<file path="src/logic/video_consts.svh">
`ifndef VIDEO_CONSTS_SVH
`define VIDEO_CONSTS_SVH

// ======================================================================
// field widths
// ======================================================================
`define VID_IMG_BITS       12 // row, column and dimension fields
`define VID_REG_ADDR_BITS  8
`define VID_REG_DATA_BITS  32

// ======================================================================
// register map
// ======================================================================
`define VID_ADDR_CTL       8'd0 // bit0 run, bit1 flush
`define VID_ADDR_STRM_EN   8'd1
`define VID_ADDR_PERIOD    8'd2
`define VID_ADDR_FRAMES    8'd3 // read only
`define VID_ADDR_S0_SIZE   8'd5
`define VID_ADDR_S0_ORG    8'd6
`define VID_ADDR_S0_WIN    8'd7
`define VID_ADDR_ST_SIZE   8'd4
`define VID_ADDR_ST_ORG    8'd8
`define VID_ADDR_ST_WIN    8'd9

`define VID_MIN_PERIOD     16 // shortest legal frame-sync period in cycles

`endif

</file>
<file path="src/logic/video_pkg.sv">
`include "video_consts.svh"

package video_pkg;

	// ======================================================================
	// geometry
	// ======================================================================

	// row, column, width or height of a frame or window
	typedef logic [`VID_IMG_BITS-1:0] img_dim_t;

	// ======================================================================
	// pixel payloads
	// ======================================================================

	typedef logic [7:0] pixel_gray_t; // single luma byte

	// alpha, red, green, blue from msb down
	typedef logic [31:0] pixel_argb_t;

endpackage

</file>
<file path="src/logic/crop_top.sv">
`timescale 1ns/1ps
`include "video_consts.svh"

module crop_top
	import video_pkg::*;
(
	input  logic                          clk,
	input  logic                          resetn,
	input  logic                          wr_en,
	input  logic [`VID_REG_ADDR_BITS-1:0] wr_addr,
	input  logic [`VID_REG_DATA_BITS-1:0] wr_data,
	input  logic                          rd_en,
	input  logic [`VID_REG_ADDR_BITS-1:0] rd_addr,
	output logic [`VID_REG_DATA_BITS-1:0] rd_data,
	output logic                          fsync,
	output logic                          s0_soft_resetn,
	output logic                          st_soft_resetn,
	input  logic                          s0_tvalid,
	input  pixel_gray_t                   s0_tdata,
	input  logic                          s0_tuser,
	input  logic                          s0_tlast,
	output logic                          s0_tready,
	input  logic                          st_tvalid,
	input  pixel_argb_t                   st_tdata,
	input  logic                          st_tuser,
	input  logic                          st_tlast,
	output logic                          st_tready,
	output logic                          m0_tvalid,
	output pixel_gray_t                   m0_tdata,
	output logic                          m0_tuser,
	output logic                          m0_tlast,
	input  logic                          m0_tready,
	output logic                          mt_tvalid,
	output pixel_argb_t                   mt_tdata,
	output logic                          mt_tuser,
	output logic                          mt_tlast,
	input  logic                          mt_tready
);

	logic                          run;
	logic [`VID_REG_DATA_BITS-1:0] period;
	img_dim_t                      s0_width, s0_height, s0_left, s0_top, s0_win_w, s0_win_h;
	img_dim_t                      st_width, st_height, st_left, st_top, st_win_w, st_win_h;
	logic                          s0_frame_done;
	logic                          st_frame_done;

	// ======================================================================
	// control and timing
	// ======================================================================
	ctl_regs u_ctl_regs (
		.clk            (clk),
		.resetn         (resetn),
		.wr_en          (wr_en),
		.wr_addr        (wr_addr),
		.wr_data        (wr_data),
		.rd_en          (rd_en),
		.rd_addr        (rd_addr),
		.rd_data        (rd_data),
		.run            (run),
		.period         (period),
		.s0_soft_resetn (s0_soft_resetn),
		.st_soft_resetn (st_soft_resetn),
		.s0_width       (s0_width),
		.s0_height      (s0_height),
		.s0_left        (s0_left),
		.s0_top         (s0_top),
		.s0_win_w       (s0_win_w),
		.s0_win_h       (s0_win_h),
		.st_width       (st_width),
		.st_height      (st_height),
		.st_left        (st_left),
		.st_top         (st_top),
		.st_win_w       (st_win_w),
		.st_win_h       (st_win_h),
		.s0_frame_done  (s0_frame_done),
		.st_frame_done  (st_frame_done)
	);

	fsync_gen u_fsync_gen (
		.clk    (clk),
		.resetn (resetn),
		.run    (run),
		.period (period),
		.fsync  (fsync)
	);

	// ======================================================================
	// croppers
	// ======================================================================
	stream_crop #(.pixel_t(pixel_gray_t)) u_crop_s0 (
		.clk (clk), .resetn (resetn), .fsync (fsync), .soft_resetn (s0_soft_resetn),
		.width (s0_width), .height (s0_height), .left (s0_left), .top (s0_top),
		.win_w (s0_win_w), .win_h (s0_win_h),
		.s_tvalid (s0_tvalid), .s_tdata (s0_tdata), .s_tuser (s0_tuser),
		.s_tlast (s0_tlast), .s_tready (s0_tready),
		.m_tvalid (m0_tvalid), .m_tdata (m0_tdata), .m_tuser (m0_tuser),
		.m_tlast (m0_tlast), .m_tready (m0_tready),
		.frame_done (s0_frame_done)
	);

	stream_crop #(.pixel_t(pixel_argb_t)) u_crop_st ( // colour stream
		.clk (clk), .resetn (resetn), .fsync (fsync), .soft_resetn (st_soft_resetn),
		.width (st_width), .height (st_height), .left (st_left), .top (st_top),
		.win_w (st_win_w), .win_h (st_win_h),
		.s_tvalid (st_tvalid), .s_tdata (st_tdata), .s_tuser (st_tuser),
		.s_tlast (st_tlast), .s_tready (st_tready),
		.m_tvalid (mt_tvalid), .m_tdata (mt_tdata), .m_tuser (mt_tuser),
		.m_tlast (mt_tlast), .m_tready (mt_tready),
		.frame_done (st_frame_done)
	);

endmodule

</file>
<file path="src/logic/ctl_regs.sv">
`timescale 1ns/1ps
`include "video_consts.svh"

module ctl_regs
	import video_pkg::*;
(
	input  logic                           clk,
	input  logic                           resetn,
	input  logic                           wr_en,
	input  logic [`VID_REG_ADDR_BITS-1:0]  wr_addr,
	input  logic [`VID_REG_DATA_BITS-1:0]  wr_data,
	input  logic                           rd_en,
	input  logic [`VID_REG_ADDR_BITS-1:0]  rd_addr,
	output logic [`VID_REG_DATA_BITS-1:0]  rd_data,
	output logic                           run,
	output logic [`VID_REG_DATA_BITS-1:0]  period,
	output logic                           s0_soft_resetn,
	output logic                           st_soft_resetn,
	output img_dim_t                       s0_width,
	output img_dim_t                       s0_height,
	output img_dim_t                       s0_left,
	output img_dim_t                       s0_top,
	output img_dim_t                       s0_win_w,
	output img_dim_t                       s0_win_h,
	output img_dim_t                       st_width,
	output img_dim_t                       st_height,
	output img_dim_t                       st_left,
	output img_dim_t                       st_top,
	output img_dim_t                       st_win_w,
	output img_dim_t                       st_win_h,
	input  logic                           s0_frame_done,
	input  logic                           st_frame_done
);

	logic [1:0]  ctl_q;     // {flush, run}
	logic [1:0]  strm_en_q; // {stream t, stream 0}
	logic [15:0] s0_frames;
	logic [15:0] st_frames;

	// upper half holds the first field, lower half the second
	function automatic logic [`VID_REG_DATA_BITS-1:0] pack_dims(img_dim_t hi, img_dim_t lo);
		logic [`VID_REG_DATA_BITS-1:0] word;
		word = '0;
		word[16 +: `VID_IMG_BITS] = hi;
		word[0 +: `VID_IMG_BITS]  = lo;
		return word;
	endfunction

	assign run            = ctl_q[0];
	assign s0_soft_resetn = ctl_q[0] && strm_en_q[0] && !ctl_q[1];
	assign st_soft_resetn = ctl_q[0] && strm_en_q[1] && !ctl_q[1];

	// ======================================================================
	// write path
	// ======================================================================
	always_ff @(posedge clk) begin
		if (!resetn) begin
			ctl_q     <= '0;
			strm_en_q <= '0;
			period    <= '0;
			s0_width  <= '0;
			s0_height <= '0;
			s0_left   <= '0;
			s0_top    <= '0;
			s0_win_w  <= '0;
			s0_win_h  <= '0;
			st_width  <= '0;
			st_height <= '0;
			st_left   <= '0;
			st_top    <= '0;
			st_win_w  <= '0;
			st_win_h  <= '0;
		end else if (wr_en) begin
			case (wr_addr)
				`VID_ADDR_CTL:     ctl_q     <= wr_data[1:0];
				`VID_ADDR_STRM_EN: strm_en_q <= wr_data[1:0];
				`VID_ADDR_PERIOD:  period    <= wr_data;
				`VID_ADDR_S0_SIZE: begin
					s0_width  <= wr_data[16 +: `VID_IMG_BITS];
					s0_height <= wr_data[0 +: `VID_IMG_BITS];
				end
				`VID_ADDR_S0_ORG: begin
					s0_left <= wr_data[16 +: `VID_IMG_BITS];
					s0_top  <= wr_data[0 +: `VID_IMG_BITS];
				end
				`VID_ADDR_S0_WIN: begin
					s0_win_w <= wr_data[16 +: `VID_IMG_BITS];
					s0_win_h <= wr_data[0 +: `VID_IMG_BITS];
				end
				`VID_ADDR_ST_SIZE: begin
					st_width  <= wr_data[16 +: `VID_IMG_BITS];
					st_height <= wr_data[0 +: `VID_IMG_BITS];
				end
				`VID_ADDR_ST_ORG: begin
					st_left <= wr_data[16 +: `VID_IMG_BITS];
					st_top  <= wr_data[0 +: `VID_IMG_BITS];
				end
				`VID_ADDR_ST_WIN: begin
					st_win_w <= wr_data[16 +: `VID_IMG_BITS];
					st_win_h <= wr_data[0 +: `VID_IMG_BITS];
				end
				default: ; // frames and unmapped addresses
			endcase
		end
	end

	// frame counters, wrap at 16 bits
	always_ff @(posedge clk) begin
		if (!resetn) begin
			s0_frames <= '0;
			st_frames <= '0;
		end else begin
			if (s0_frame_done)
				s0_frames <= s0_frames + 1'b1;
			if (st_frame_done)
				st_frames <= st_frames + 1'b1;
		end
	end

	// ======================================================================
	// read path
	// ======================================================================
	always_ff @(posedge clk) begin
		if (!resetn) begin
			rd_data <= '0;
		end else if (rd_en) begin
			case (rd_addr)
				`VID_ADDR_CTL:     rd_data <= {30'd0, ctl_q};
				`VID_ADDR_STRM_EN: rd_data <= {30'd0, strm_en_q};
				`VID_ADDR_PERIOD:  rd_data <= period;
				`VID_ADDR_FRAMES:  rd_data <= {st_frames, s0_frames};
				`VID_ADDR_S0_SIZE: rd_data <= pack_dims(s0_width, s0_height);
				`VID_ADDR_S0_ORG:  rd_data <= pack_dims(s0_left, s0_top);
				`VID_ADDR_S0_WIN:  rd_data <= pack_dims(s0_win_w, s0_win_h);
				`VID_ADDR_ST_SIZE: rd_data <= pack_dims(st_width, st_height);
				`VID_ADDR_ST_ORG:  rd_data <= pack_dims(st_left, st_top);
				`VID_ADDR_ST_WIN:  rd_data <= pack_dims(st_win_w, st_win_h);
				default:           rd_data <= '0;
			endcase
		end
	end

	// a shorter period would let fsync fire before a frame can be armed
	period_min_check: assert property (@(posedge clk) disable iff (!resetn)
		(wr_en && wr_addr == `VID_ADDR_PERIOD) |-> (wr_data >= `VID_MIN_PERIOD));

endmodule

</file>
<file path="src/logic/fsync_gen.sv">
`timescale 1ns/1ps
`include "video_consts.svh"

module fsync_gen (
	input  logic                          clk,
	input  logic                          resetn,
	input  logic                          run,
	input  logic [`VID_REG_DATA_BITS-1:0] period,
	output logic                          fsync
);

	logic [`VID_REG_DATA_BITS-1:0] cnt;
	logic                          pulse;

	// ======================================================================
	// period down-counter
	// ======================================================================
	// while stopped the counter keeps tracking period, so the first pulse
	// lands exactly period cycles after run goes high
	always_ff @(posedge clk) begin
		if (!resetn) begin
			cnt   <= '0;
			pulse <= 1'b0;
		end else if (!run) begin
			cnt   <= period;
			pulse <= 1'b0;
		end else if (cnt <= 1) begin
			cnt   <= period; // expiry, reload
			pulse <= 1'b1;
		end else begin
			cnt   <= cnt - 1'b1;
			pulse <= 1'b0;
		end
	end

	assign fsync = pulse && run; // clearing run kills a pending pulse

	fsync_single_cycle: assert property (@(posedge clk) disable iff (!resetn)
		fsync |=> !fsync);

endmodule

</file>
<file path="src/logic/stream_crop.sv">
`timescale 1ns/1ps
`include "video_consts.svh"

module stream_crop
	import video_pkg::*;
#(
	parameter type pixel_t = pixel_gray_t
)
(
	input  logic     clk,
	input  logic     resetn,
	input  logic     fsync,
	input  logic     soft_resetn,
	input  img_dim_t width,
	input  img_dim_t height,
	input  img_dim_t left,
	input  img_dim_t top,
	input  img_dim_t win_w,
	input  img_dim_t win_h,
	input  logic     s_tvalid,
	input  pixel_t   s_tdata,
	input  logic     s_tuser,
	input  logic     s_tlast,
	output logic     s_tready,
	output logic     m_tvalid,
	output pixel_t   m_tdata,
	output logic     m_tuser,
	output logic     m_tlast,
	input  logic     m_tready,
	output logic     frame_done
);

	localparam int END_BITS = `VID_IMG_BITS + 1; // window ends may pass the field range

	img_dim_t              width_q;
	img_dim_t              height_q;
	img_dim_t              left_q;
	img_dim_t              top_q;
	logic [END_BITS-1:0]   right_q;  // first column past the window
	logic [END_BITS-1:0]   bottom_q; // first row past the window
	img_dim_t              row;
	img_dim_t              col;
	logic                  active;
	logic                  xfer;
	logic                  col_last;
	logic                  row_last;
	logic                  in_win;
	logic                  win_first;
	logic                  win_last;

	assign s_tready = active && (!m_tvalid || m_tready); // room once the held pixel leaves
	assign xfer     = s_tvalid && s_tready;

	assign col_last  = (col == width_q - 1'b1);
	assign row_last  = (row == height_q - 1'b1);
	assign in_win    = (row >= top_q) && ({1'b0, row} < bottom_q)
		&& (col >= left_q) && ({1'b0, col} < right_q);
	assign win_first = (row == top_q) && (col == left_q);
	assign win_last  = ({1'b0, col} + 1'b1 == right_q);

	// ======================================================================
	// frame arming and position tracking
	// ======================================================================
	// settings are sampled once per frame, mid-frame writes wait for the next
	always_ff @(posedge clk) begin
		if (fsync && soft_resetn && !active) begin
			width_q  <= width;
			height_q <= height;
			left_q   <= left;
			top_q    <= top;
			right_q  <= {1'b0, left} + win_w;
			bottom_q <= {1'b0, top} + win_h;
		end
	end

	always_ff @(posedge clk) begin
		if (!resetn || !soft_resetn) begin
			active     <= 1'b0;
			row        <= '0;
			col        <= '0;
			frame_done <= 1'b0;
		end else begin
			frame_done <= 1'b0;
			if (!active) begin
				if (fsync) begin
					active <= 1'b1;
					row    <= '0;
					col    <= '0;
				end
			end else if (xfer) begin
				if (col_last) begin
					col <= '0;
					if (row_last) begin
						active     <= 1'b0; // frame complete
						row        <= '0;
						frame_done <= 1'b1;
					end else begin
						row <= row + 1'b1;
					end
				end else begin
					col <= col + 1'b1;
				end
			end
		end
	end

	// ======================================================================
	// output register
	// ======================================================================
	always_ff @(posedge clk) begin
		if (!resetn || !soft_resetn)
			m_tvalid <= 1'b0;
		else if (xfer && in_win)
			m_tvalid <= 1'b1;
		else if (m_tready)
			m_tvalid <= 1'b0;
	end

	always_ff @(posedge clk) begin
		if (xfer && in_win) begin
			m_tdata <= s_tdata;
			m_tuser <= win_first;
			m_tlast <= win_last;
		end
	end

	in_user_at_origin: assert property (@(posedge clk) disable iff (!resetn || !soft_resetn)
		(xfer && s_tuser) |-> (row == '0 && col == '0));

	in_last_at_line_end: assert property (@(posedge clk) disable iff (!resetn || !soft_resetn)
		(xfer && s_tlast) |-> col_last);

	out_hold_stable: assert property (@(posedge clk) disable iff (!resetn || !soft_resetn)
		(m_tvalid && !m_tready) |=> (m_tvalid && $stable(m_tdata)));

endmodule

</file>
<file path="config.mk">
export PLATFORM = sky130hd
export DESIGN_NAME = crop_top
export DESIGN_NICKNAME = d
export VERILOG_FILES = /design/src/logic/video_pkg.sv /design/src/logic/crop_top.sv /design/src/logic/ctl_regs.sv /design/src/logic/fsync_gen.sv /design/src/logic/stream_crop.sv
export VERILOG_INCLUDE_DIRS = /design/src /design/src/logic
export SDC_FILE = /design/constraint.sdc
export NUM_CORES = 1
export LEC_CHECK = 0
export BUFFER_PORTS_ARGS = -buffer_cell sky130_fd_sc_hd__buf_2
export CELL_PAD_IN_SITES_DETAIL_PLACEMENT = 1
export CELL_PAD_IN_SITES_GLOBAL_PLACEMENT = 2
export CORE_MARGIN = 2
export CORE_UTILIZATION = 41
export CTS_CLUSTER_SIZE = 12
export DETAILED_ROUTE_END_ITERATION = 8
export PLACE_DENSITY = 0.82
export SLEW_MARGIN = 20
export SYNTH_ARGS = -nofsm -noshare
export SYNTH_HDL_FRONTEND = slang
export SYNTH_SLANG_ARGS = --single-unit
</file>
<file path="constraint.sdc">
create_clock -name clk -period 16.3 [get_ports clk]
set_input_delay 1.63 -clock clk [delete_from_list [all_inputs] [get_ports clk]]
set_output_delay 1.63 -clock clk [all_outputs]
set_load 0.1 [all_outputs]
</file>
# ---- After elaboration in Yosys (flattened, before gate mapping)
# Index checks and enable logic that the tools add are counted.
dict set report word_totals {
  elab_cells 202
  latchBits 0
  out_inout_bits 83
  memories 0
  ramBits 0
  romBits 0
  regBits 523
  input_bits 100
}
dict set report op_classes {
  div 0
  bitwise_logic 6
  reduce_logical 57
  add_sub_neg 17
  eq_ne 31
  n_shift 0
  n_lt_le_gt_ge 9
  muxes 34
  multipliers 0
}
# operator count
set op_table {}
lappend op_table {{case mux 32 bit (10 select lines)} 1}
lappend op_table {{two-way mux 12 bit} 15}
lappend op_table {{equality test 12 bit} 8}
lappend op_table {{equality test 8 x 3 -> 1 bit (second input constant)} 8}
lappend op_table {{two-way mux 32 bit} 2}
lappend op_table {{adder 12 x 12 -> 13 bit} 4}
lappend op_table {{< comparator 12 x 13 -> 1 bit} 4}
lappend op_table {{adder 12 x 1 -> 12 bit (second input constant)} 4}
lappend op_table {{>= comparator 12 bit} 4}
lappend op_table {{subtractor 12 x 1 -> 12 bit (second input constant)} 4}
lappend op_table {{adder 16 x 1 -> 16 bit (second input constant)} 2}
lappend op_table {{equality test 8 x 4 -> 1 bit (second input constant)} 4}
lappend op_table {{less-or-equal comparator 32 x 1 -> 1 bit (second input constant)} 1}
lappend op_table {{subtractor 32 x 1 -> 32 bit (second input constant)} 1}
lappend op_table {{adder 12 x 1 -> 13 bit (second input constant)} 2}
lappend op_table {{equality test 13 bit} 2}
lappend op_table {{equality test 8 x 2 -> 1 bit (second input constant)} 3}
lappend op_table {{AND reduction 2 bit} 12}
lappend op_table {{logical AND 1 bit} 23}
lappend op_table {{equality test 8 x 1 -> 1 bit (second input constant)} 2}
lappend op_table {{zero test 8 bit} 2}
lappend op_table {{two-way mux 1 bit} 16}
lappend op_table {{zero test 1 bit} 8}
lappend op_table {{!= test 2 bit (second input constant)} 4}
lappend op_table {{5 further kinds} 18}

# ---- Logic depth before layout (Yosys ltp)
# Gate-level depths: netlist of run 1.
dict set report logic_depth {
  ltp_word 6
  depth_mapped 12
  ltp_nobuf 11
}

# ---- By module
# From an unflattened synthesis of run 1, not the netlist that was laid out.
dict set report unflattened {
  cells_unflattened 2906
  area_unflattened_um2 27840.5
}
# module cells_per_inst n_inst seq_area_each_um2 area_each_um2
set by_module_without_submodules {}
lappend by_module_without_submodules {ctl_regs 1244 1 4884.7 10840.4}
lappend by_module_without_submodules {{stream_crop at u_crop_st} 719 1 3783.6 7832.5}
lappend by_module_without_submodules {{stream_crop at u_crop_s0} 720 1 3062.9 7208.2}
lappend by_module_without_submodules {fsync_gen 223 1 660.6 1959.4}

# ---- Least setup slack after synthesis of run 1
# Ideal clock, no wire load.
dict set report synth_path {
  path_type {flip-flop to flip-flop}
  start {register u_ctl_regs.ctl_q[0]}
  end {register u_crop_s0.bottom_q[0] (enable)}
  slack_ns 8.935
  period_less_slack_ns 7.365
  n_path_buf 0
  setup_time_ns 0.613
  stages_incl_launch_ff 3
  arrival_time_ns 6.752
  t_required_ns 15.687
  cell_sequence {dfxtp_1 > and3b_1 > nor3b_1}
}
dict set report synth_via {
  elab_chain_len 4
  elab_cells_between_ends 5
  classes_between {reduce/logical (5)}
}
# item line
set synth_rtl {}
lappend synth_rtl {{start: declaration} ctl_regs.sv:35} ;# logic [1:0] ctl_q;
lappend synth_rtl {{start signal: assignment} ctl_regs.sv:75} ;# `VID_ADDR_CTL: ctl_q <= wr_data[1:0];
lappend synth_rtl {{logical AND 1 bit (2 in series)} ctl_regs.sv:50} ;# assign s0_soft_resetn = ctl_q[0] && strm_en_q[0] && !ctl_q[1];
lappend synth_rtl {{named net s0_soft_resetn} crop_top.sv:16} ;# output logic s0_soft_resetn,
lappend synth_rtl {{logical AND 1 bit (2 in series)} stream_crop.sv:66} ;# if (fsync && soft_resetn && !active) begin
lappend synth_rtl {{end signal: assignment} stream_crop.sv:72} ;# bottom_q <= {1'b0, top} + win_h;
lappend synth_rtl {{end: declaration} stream_crop.sv:40} ;# logic [END_BITS-1:0] bottom_q;
# The timed path passes the listed nets, and every way through them passes these cells.
# A chain may end at the register's enable or synchronous reset.

# ---- Worst setup path in the final report of run 1
dict set report layout_path {
  start {input port mt_tready}
  end {output port st_tready}
}
dict set report layout_via {
  elab_chain_len 2
}
# item line
set layout_rtl {}
lappend layout_rtl {{start: declaration} crop_top.sv:37} ;# input logic mt_tready
lappend layout_rtl {{logical OR 1 bit} stream_crop.sv:51} ;# assign s_tready = active && (!m_tvalid || m_tready);
lappend layout_rtl {{logical AND 1 bit} stream_crop.sv:51}
lappend layout_rtl {{end: declaration} crop_top.sv:27} ;# output logic st_tready,
# Every way passes these cells.

==> reports/summary.txt, run 1 <==
Run status: complete, no violations
Synthesized netlist net count: 3150
Final setup margin: 12.23 ns
Logic depth of the worst register-to-register path: 10
Total instance count after detailed placement: 3812
Measured slew at the worst slew-check pin: 1.03 ns
Number of levels the H-tree was split into: 2
Most instantiated library cell after synthesis: sky130_fd_sc_hd__nand2_1
Post-route DRC: 0
Synth-to-Final Area Change: 13.9%
Power after layout: 2.73 mW
Starting DRT DRC Count: 1651
Antenna violations before repair: 4
Final hold violation count: 0
Slowest library cell on the worst path: sky130_fd_sc_hd__buf_2
Post-detailed-route count of antenna-violating nets: 0
Register area share after synthesis: 46.8%
DIE HEIGHT: 258 µm
Number of buffers inserted during clock tree synthesis: 59
Post_cts resized: 0
Clock sink total: 523
Number of top-level pins: 183
First-pass GRT wire length: 140 mm
Maximum number of buffers from clock root to sink: 3
Number of max-cap violations: 0
Count of unique library cells instantiated by Yosys: 81
Die Area: 0.0666 mm²
Worst-path fanout max: 3
Most Frequent Cell on Critical Path: sky130_fd_sc_hd__buf_2
Ranking of synthesized cells by area: sky130_fd_sc_hd__dfxtp_1, sky130_fd_sc_hd__edfxtp_1, sky130_fd_sc_hd__ha_1
Clock latency reported for the late side of the worst-skew pair: 0.66 ns
Vias per cell: 5.78
Final-report max-slew violation count: 0
Fraction of final layout cells with drive strength greater than 1: 12.0%
Library cell used as clock root buffer: sky130_fd_sc_hd__clkbuf_16
Power density relative to cell area: 90.6 mW/mm²
Worst relative slew slack: 31.2%
Final Cycle Share: 25.0%
Routed WL per cell: 23.5 µm
ANT cells: 0
Fin util: 47.0%
Initial Util: 41.3%
CP Depth: 4
Horizontal die dimension: 258 µm
Average instance area after synthesis: 9.16 µm²
Cell row count: 93
GRT overflow: 0
Cells after synthesis: 2892
Vias in the first global route: 23205
Count of buffering cells on the critical path with inverters included: 2
Multi-input gate area in the final layout: 0.0130 mm²
Launching element of the worst setup path: mt_tready
EDFF count, synth: 192
CTS hold repair buffers: 0
First-pass iteration count of the detailed router: 6
Final weighted congestion in routability-driven placement: 0.883
Clock slew seen by the registers of the worst setup and hold paths: 0.06 ns
Setup slack of the most critical reg-to-reg path: 12.73 ns
Post-Layout Inst Area: 0.0301 mm²
Arrival time of data at the critical path endpoint: 2.44 ns
Final net count: 3277
Count of yosys warnings during synthesis: 0
Total via count in the routed design: 22695
Critical path class: in2out
Endpoint kind of the worst setup timing path: output pin
Worst Path Required: 14.67 ns
Async SR Flop Fraction: 0%
Cell type with the highest aggregate area in the netlist: sky130_fd_sc_hd__dfxtp_1
Worst hold slack after final layout: 0.468 ns
Largest net degree at the start of global routing: 185
Achievable frequency: 246 MHz
Clk_skew: 0.0532 ns
Placed instance area: 0.0282 mm²
Sequential standard cell area: 0.0124 mm²
Max VDD drop: 0.0829 mV
Worst r2r src: u_crop_s0.height_q[0]$_DFFE_PP_
Post-layout min period: 4.07 ns
Endpoints failing setup: 0
Post-DP HPWL: 67.1 mm
Portion of synthesized cell area occupied by the leading cell type: 25.0%
All-layer global routing usage: 27.2%
Post-CTS Setup Repair Bufs: 0
Number of register bits inferred by synthesis: 523
Layout filler cell count: 7329
HP Class: reg2reg
Predominant post-synthesis flop cell: sky130_fd_sc_hd__dfxtp_1
Core region area: 0.0641 mm²
CTS tree: done
CP peak stage delay: 0.44 ns
Leading post-synthesis cells by instance count: sky130_fd_sc_hd__nand2_1, sky130_fd_sc_hd__dfxtp_1, sky130_fd_sc_hd__a21oi_1
Post-route setup TNS: 0 ns
Final cell count without fillers: 3924
Overall routed net length: 92.1 mm
CP startpoint kind: input port
Endpoint of the most critical setup path: st_tready
RSZ-0062 raised after global routing: no
Setup WS pre-CTS: 11.71 ns
Cell area after synthesis: 0.0265 mm²
Family of cells with the greatest summed delay on the critical path: buffers and inverters
Cell breakdown of the critical path: buf_2 > nand2b_1 > and2_1 > buf_2
Input/output buffers: 178
Capture point of the worst reg-to-reg path: u_crop_s0.row[8]$_SDFFE_PP0P_
Leakage power: 11.8 nW
[sequential cells by signal, summed over array words and instances, names as in the netlist, 13 cells and up]
name / flops
u_crop_st.m_tdata: 32
u_ctl_regs.period: 32
u_ctl_regs.rd_data: 32
u_fsync_gen.cnt: 32
u_ctl_regs.s0_frames: 16
u_ctl_regs.st_frames: 16
u_crop_s0.bottom_q: 13
u_crop_s0.right_q: 13
u_crop_st.bottom_q: 13
u_crop_st.right_q: 13
[worst register-to-register path: stages (launching register included)]
cell	delay [ns]
sky130_fd_sc_hd__edfxtp_1	0.43
sky130_fd_sc_hd__inv_1	0.09
sky130_fd_sc_hd__ha_1	0.17
sky130_fd_sc_hd__or4b_1	0.58
sky130_fd_sc_hd__or4_1	0.53
sky130_fd_sc_hd__xnor2_1	0.17
sky130_fd_sc_hd__nand2b_1	0.07
sky130_fd_sc_hd__a31oi_1	0.14
sky130_fd_sc_hd__o41a_1	0.42
sky130_fd_sc_hd__o21ai_1	0.69
sky130_fd_sc_hd__a21oi_1	0.11
[layer usage]
| layer | wire length, µm | share of wire (%) | global-route usage (%) |
|---|---|---|---|
| met1 | 39700 | 43 | 35.6 |
| met5 | 30 | 0.033 | 0 |
| met4 | 2760 | 3.0 | 8.64 |
| met3 | 5590 | 6.1 | 4.13 |
| met2 | 44000 | 48 | 46.1 |
[report_power, final]
part | switching (mW) | internal, mW | leakage, nW
Sequential | 0.000978 | 1.35 | 4.09
Clock | 0.564 | 0.771 | 0.961
Combinational | 0.0346 | 0.0129 | 6.71
[cells in the final DEF, fill, tap and decap left out, drive strengths merged, types with 29 or more instances in the layout]
master / Yosys / routed
or3: 35 / 35
o21ai: 71 / 71
and3: 29 / 29
xnor2: 120 / 120
dfxtp: 331 / 331
a211oi: 40 / 40
inv: 149 / 152
nor3: 66 / 66
buf: 10 / 209
nor2: 205 / 205
ha: 154 / 154
clkbuf: 133 / 95
xor2: 60 / 60
edfxtp: 192 / 192
nand3: 56 / 56
a22oi: 59 / 59
nand2: 468 / 468
a21oi: 276 / 276
[cell families (layout without fill, tap and decap cells)]
| logic type | Yosys count | in the layout | share of synthesized area (%) |
|---|---|---|---|
| simple gates | 1039 | 1039 | 18.1 |
| compound gates | 685 | 685 | 16.7 |
| flops | 523 | 523 | 46.8 |
| buf+inv | 293 | 470 | 4.22 |
| xor+xnor | 181 | 181 | 6.04 |
| fa+ha+maj | 158 | 158 | 7.58 |
| mux | 13 | 13 | 0.506 |
[final cells by class]
cell class / count / area share, %
Multi-Input combinational cell: 2076 / 43.2
Clock inverter: 16 / 0.452
Clock buffer: 95 / 5.98
Tap cell: 855 / 3.55
Timing Repair Buffer: 209 / 3.79
Sequential cell: 523 / 41.1
Inverter: 150 / 1.89
[how the worst min path moves through the flow]
| stage | slack (ns) | endpoint | cells after the start | from |
|---|---|---|---|---|
| after global routing | 0.49 | u_crop_s0.height_q[7]$_DFFE_PP_ | 0 | u_ctl_regs.s0_height[7]$_SDFFE_PN0P_ |
| after global placement | 0.45 | u_ctl_regs.rd_data[8]$_SDFFE_PN0P_ | 2 | u_ctl_regs.rd_data[8]$_SDFFE_PN0P_ |
| after detailed placement | 0.45 | u_crop_s0.height_q[7]$_DFFE_PP_ | 0 | u_ctl_regs.s0_height[7]$_SDFFE_PN0P_ |
| after floorplan | 0.43 | u_crop_s0.height_q[0]$_DFFE_PP_ | 0 | u_ctl_regs.s0_height[0]$_SDFFE_PN0P_ |
| after CTS | 0.47 | u_crop_s0.height_q[7]$_DFFE_PP_ | 0 | u_ctl_regs.s0_height[7]$_SDFFE_PN0P_ |
| final | 0.47 | u_ctl_regs.rd_data[19]$_SDFFE_PN0P_ | 2 | u_ctl_regs.rd_data[19]$_SDFFE_PN0P_ |
Power figures use the tool's default switching activity.
==> run 2: changes to the inputs <==
- CORE_UTILIZATION: 41 -> 38
- PLACE_DENSITY: 0.82 -> 0.76
- clock period: 16.3 -> 3.9 ns (I/O delays scaled with it)
==> reports/summary.txt, run 2 (synthesized netlist as in run 1, its figures left out) <==
Final cell count without fillers: 4075 (was 3924)
Fin util: 45.1% (was 47.0%)
Post_cts resized: 0 (unchanged)
GRT overflow: 0 (unchanged)
First-pass GRT wire length: 142 mm (was 140 mm)
Synth-to-Final Area Change: 17.3% (was 13.9%)
Antenna violations before repair: 6 (was 4)
Endpoint kind of the worst setup timing path: register (was output pin)
Final net count: 3350 (was 3277)
Critical path class: reg2reg (was in2out)
Max VDD drop: 0.355 mV (was 0.0829 mV)
Die Area: 0.0718 mm² (was 0.0666 mm²)
Cell row count: 96 (was 93)
Total via count in the routed design: 22740 (was 22695)
Overall routed net length: 94.8 mm (was 92.1 mm)
Commonest cells after routing, fill and taps aside: sky130_fd_sc_hd__nand2_1, sky130_fd_sc_hd__dfxtp_1, sky130_fd_sc_hd__a21oi_1 (unchanged)
Input/output buffers: 178 (unchanged)
Routed WL per cell: 23.3 µm (was 23.5 µm)
Total instance count after detailed placement: 3913 (was 3812)
Library cell used as clock root buffer: sky130_fd_sc_hd__clkbuf_16 (unchanged)
Number of max-cap violations: 0 (unchanged)
Cell breakdown of the critical path: inv_1 > ha_1 > or4b_1 > or4bb_1 > xnor2_1 > o2111ai_1 > o41ai_1 > buf_4 > nor3b_1 > o31ai_1 > o31ai_1 (was buf_2 > nand2b_1 > and2_1 > buf_2)
Arrival time of data at the critical path endpoint: 3.85 ns (was 2.44 ns)
Final-report max-slew violation count: 0 (unchanged)
Most common cell after layout, fill and taps aside: sky130_fd_sc_hd__nand2_1 (unchanged)
Starting DRT DRC Count: 1532 (was 1651)
Setup WS pre-CTS: 0.593 ns (was 11.71 ns)
Largest net degree at the start of global routing: 165 (was 185)
Vias per cell: 5.58 (was 5.78)
Clock sink total: 523 (unchanged)
Clock latency reported for the late side of the worst-skew pair: 0.63 ns (was 0.66 ns)
Fraction of final layout cells with drive strength greater than 1: 12.5% (was 12.0%)
Number of top-level pins: 183 (unchanged)
Most Frequent Cell on Critical Path: sky130_fd_sc_hd__o31ai_1 (was sky130_fd_sc_hd__buf_2)
Post-route setup TNS: 0 ns (unchanged)
Final hold violation count: 0 (unchanged)
Final Cycle Share: 86.1%
Post-layout min period: 3.36 ns
Vias in the first global route: 23169 (was 23205)
All-layer global routing usage: 26.1% (was 27.2%)
CP peak stage delay: 0.55 ns (was 0.44 ns)
Final weighted congestion in routability-driven placement: 0.845 (was 0.883)
Worst hold slack after final layout: 0.0903 ns (was 0.468 ns)
Initial Util: 38.5% (was 41.3%)
First-pass iteration count of the detailed router: 5 (was 6)
Clk_skew: 0.0143 ns (was 0.0532 ns)
RSZ-0062 raised after global routing: no (unchanged)
CTS tree: done (unchanged)
Post-detailed-route count of antenna-violating nets: 0 (unchanged)
Post-DP HPWL: 68.8 mm (was 67.1 mm)
Horizontal die dimension: 268 µm (was 258 µm)
CP startpoint kind: register (was input port)
Core region area: 0.0688 mm² (was 0.0641 mm²)
Number of buffers inserted during clock tree synthesis: 60 (was 59)
Maximum number of buffers from clock root to sink: 3 (unchanged)
Post-route DRC: 0 (unchanged)
Worst relative slew slack: 27.8% (was 31.2%)
Placed instance area: 0.0285 mm² (was 0.0282 mm²)
Measured slew at the worst slew-check pin: 1.08 ns (was 1.03 ns)
Post-Layout Inst Area: 0.0311 mm² (was 0.0301 mm²)
Final setup margin: 0.541 ns (was 12.23 ns)
Leakage power: 12.2 nW (was 11.8 nW)
Worst-path fanout max: 11 (was 3)
Endpoints failing setup: 0 (unchanged)
Slowest library cell on the worst path: sky130_fd_sc_hd__or4b_1 (was sky130_fd_sc_hd__buf_2)
DIE HEIGHT: 268 µm (was 258 µm)
Clock slew seen by the registers of the worst setup and hold paths: 0.06 ns (about the same)
Power density relative to cell area: 380 mW/mm² (was 90.6 mW/mm²)
Worst Path Required: 4.39 ns (was 14.67 ns)
Number of levels the H-tree was split into: 2 (unchanged)
HP Class: in2reg (was reg2reg)
Power after layout: 11.8 mW (was 2.73 mW)
Achievable frequency: 298 MHz
Run status: complete, no violations (unchanged)
[run 2: cell types whose count changed in the layout (fill, tap and decap cells not counted), sizes merged]
cell / change
clkinvlp: +1
buf: +24
clkinv: +3
bufinv: +5
diode: +1
inv: -2
clkbuf: -5
dlygate4sd3: +48
[run 2: timing repair]
item / CTS / global route
endpoints found under the hold margin: 48 / 0
hold buffers: 48 / 0
setup buffers: 0 / 0
[run 2: worst max-delay path: cells and delay by family, from the launching register on]
kind / cells / cell delay (ns)
xor+xnor: 1 / 0.26
simple gates: 3 / 1.17
flops: 1 / 0.43
compound gates: 4 / 0.79
fa+ha+maj: 1 / 0.24
buf+inv: 2 / 0.34
[run 2: worst paths after layout]
check / startpoint / endpoint / slack, ns / cells past startpoint
worst max-delay path: u_crop_st.height_q[0]$_DFFE_PP_ / u_crop_st.row[10]$_SDFFE_PP0P_ / 0.54 / 11
worst min-delay path: wr_data[27] / u_ctl_regs.st_left[11]$_SDFFE_PN0P_ / 0.09 / 3
worst max register to register: u_crop_st.height_q[0]$_DFFE_PP_ / u_crop_st.row[10]$_SDFFE_PP0P_ / 0.54 / 11
worst min register to register: u_ctl_regs.st_width[2]$_SDFFE_PN0P_ / u_crop_st.width_q[2]$_DFFE_PP_ / 0.46 / 0
[run 2: final cells by class]
class                           instances  area, µm²
Clock buffer                           90       1800
Clock inverter                         23        274
Antenna cell                            1       2.50
Multi-Input combinational cell       2076      13000
Timing Repair Buffer                  281       1820
Fill cell                            7896      37800
Inverter                              150        571
Tap cell                              931       1160
Sequential cell                       523      12400
[run 2: metal layers]
layer	vias to the layer above	wire length, µm	global-route usage [%]
li1	10688	-	-
met1	11353	42000	34.3
met2	558	45200	44.6
met3	141	4460	3.29
met4	0	3200	8.47
met5	-	0	0
[run 2: report_power, final]
group / switching, mW / internal (mW)
clock network: 2.35 / 3.57
registers: 0.00410 / 5.63
logic: 0.158 / 0.0844
total: 2.51 / 9.28
==> run 3: changes to the inputs <==
- BUFFER_PORTS_ARGS: -buffer_cell sky130_fd_sc_hd__buf_2 -> -buffer_cell sky130_fd_sc_hd__buf_4
==> reports/summary.txt, run 3 (synthesized netlist as in run 1, its figures left out) <==
Post_cts resized: 0 (unchanged)
Arrival time of data at the critical path endpoint: 3.92 ns (was 3.85 ns)
Input/output buffers: 178 (unchanged)
Worst hold slack after final layout: 0.0369 ns (was 0.0903 ns)
Most common cell after layout, fill and taps aside: sky130_fd_sc_hd__nand2_1 (unchanged)
Total instance count after detailed placement: 3920 (was 3913)
Number of max-cap violations: 0 (unchanged)
Initial Util: 38.5% (unchanged)
Leakage power: 12.3 nW (was 12.2 nW)
CTS tree: done (unchanged)
Vias in the first global route: 23664 (was 23169)
Worst-path fanout max: 11 (unchanged)
Core region area: 0.0688 mm² (unchanged)
Final cell count without fillers: 4083 (was 4075)
Number of levels the H-tree was split into: 2 (unchanged)
Power density relative to cell area: 374 mW/mm² (was 380 mW/mm²)
Final-report max-slew violation count: 0 (unchanged)
Clk_skew: 0.0502 ns (was 0.0143 ns)
Commonest cells after routing, fill and taps aside: sky130_fd_sc_hd__nand2_1, sky130_fd_sc_hd__dfxtp_1, sky130_fd_sc_hd__a21oi_1 (unchanged)
Max VDD drop: 0.369 mV (was 0.355 mV)
Maximum number of buffers from clock root to sink: 3 (unchanged)
Final Cycle Share: 87.4% (was 86.1%)
All-layer global routing usage: 26.5% (was 26.1%)
First-pass GRT wire length: 144 mm (was 142 mm)
First-pass iteration count of the detailed router: 6 (was 5)
Fraction of final layout cells with drive strength greater than 1: 12.8% (was 12.5%)
Achievable frequency: 293 MHz (was 298 MHz)
CP startpoint kind: register (unchanged)
Final net count: 3359 (was 3350)
Post-layout min period: 3.41 ns (was 3.36 ns)
Endpoints failing setup: 0 (unchanged)
Clock slew seen by the registers of the worst setup and hold paths: 0.06 ns (about the same)
Antenna violations before repair: 4 (was 6)
Final hold violation count: 0 (unchanged)
Horizontal die dimension: 268 µm (unchanged)
Post-detailed-route count of antenna-violating nets: 0 (unchanged)
Library cell used as clock root buffer: sky130_fd_sc_hd__clkbuf_16 (unchanged)
Post-route DRC: 0 (unchanged)
Power after layout: 11.8 mW (about the same)
Worst Path Required: 4.41 ns (was 4.39 ns)
Slowest library cell on the worst path: sky130_fd_sc_hd__or4b_1 (unchanged)
Number of buffers inserted during clock tree synthesis: 60 (unchanged)
Routed WL per cell: 23.6 µm (was 23.3 µm)
Worst relative slew slack: 28.6% (was 27.8%)
RSZ-0062 raised after global routing: no (unchanged)
Total via count in the routed design: 22977 (was 22740)
HP Class: in2reg (unchanged)
Number of top-level pins: 183 (unchanged)
Vias per cell: 5.63 (was 5.58)
Run status: complete, no violations (unchanged)
DIE HEIGHT: 268 µm (unchanged)
Final weighted congestion in routability-driven placement: 0.884 (was 0.845)
Setup slack of the most critical reg-to-reg path: 0.49 ns (was 0.54 ns)
Endpoint kind of the worst setup timing path: register (unchanged)
CP peak stage delay: 0.56 ns (was 0.55 ns)
Critical path class: reg2reg (unchanged)
GRT overflow: 0 (unchanged)
Largest net degree at the start of global routing: 143 (was 165)
Die Area: 0.0718 mm² (unchanged)
Post-route setup TNS: 0 ns (unchanged)
Post-DP HPWL: 69.8 mm (was 68.8 mm)
Measured slew at the worst slew-check pin: 1.06 ns (was 1.08 ns)
Synth-to-Final Area Change: 19.2% (was 17.3%)
Overall routed net length: 96.2 mm (was 94.8 mm)
Cell breakdown of the critical path: inv_1 > ha_1 > or4b_1 > or4bb_1 > xnor2_1 > o2111ai_1 > o41ai_1 > buf_4 > or4_1 > o31ai_1 (was inv_1 > ha_1 > or4b_1 > or4bb_1 > xnor2_1 > o2111ai_1 > o41ai_1 > buf_4 > nor3b_1 > o31ai_1 > o31ai_1)
Clock latency reported for the late side of the worst-skew pair: 0.66 ns (was 0.63 ns)
Clock sink total: 523 (unchanged)
Cell row count: 96 (unchanged)
Starting DRT DRC Count: 1511 (was 1532)
## run 3: routing by layer
layer / GRT usage, % / wire length [µm]
met4: 10.4 / 3790
met2: 44.9 / 45600
met5: 0 / 8
met3: 3.52 / 5030
met1: 34.4 / 41900
## run 3: metrics by stage
step	utilization (%)	setup WS [ns]	cell area, µm²
final	45.9	0.491	31600
after detailed placement	42.1	0.520	29000
after global routing	45.9	0.204	31600
after floorplan	-	0.185	26500
after CTS	45.9	0.538	31600
after global placement	42.1	0.687	29000
## run 3: layout make-up
| class | count | area (µm²) |
|---|---|---|
| antenna | 1 | 2.50 |
| clock buffer | 89 | 1780 |
| clock inverter | 23 | 287 |
| fill | 7809 | 37300 |
| inverter | 150 | 571 |
| multi-input combinational | 2076 | 13000 |
| sequential | 523 | 12400 |
| tap | 931 | 1160 |
| timing repair buffer | 290 | 2340 |
## run 3: repair_timing
item,CTS,global route
hold buffers,50,0
buffers inserted,0,0
hold endpoints to repair,51,0
## run 3: worst max-delay path: cells and delay by family (launching register included)
family | cells | cell delay (ns)
adders and majority gates | 1 | 0.24
xor gates and xnor gates | 1 | 0.16
and+or+nand+nor | 3 | 1.64
buffers and inverters | 2 | 0.30
AOI/OAI and AO/OA | 3 | 0.53
DFF | 1 | 0.44
## run 3: path summary, 6_finish.rpt
kind                                                           from                                    end  cells after the start
worst min register to register  u_ctl_regs.rd_data[26]$_SDFFE_PN0P_    u_ctl_regs.rd_data[26]$_SDFFE_PN0P_                      2
worst max register to register      u_crop_st.height_q[0]$_DFFE_PP_          u_crop_st.row[6]$_SDFFE_PP0P_                     10
worst min-delay path                                    wr_data[10]  u_ctl_regs.st_height[10]$_SDFFE_PN0P_                      3
worst max-delay path                u_crop_st.height_q[0]$_DFFE_PP_          u_crop_st.row[6]$_SDFFE_PP0P_                     10
## run 3: where the power goes
part / total (mW) / switching (mW) / internal [mW]
Sequential: 5.63 / 0.00401 / 5.63
Clock: 5.90 / 2.40 / 3.49
Combinational: 0.273 / 0.159 / 0.114
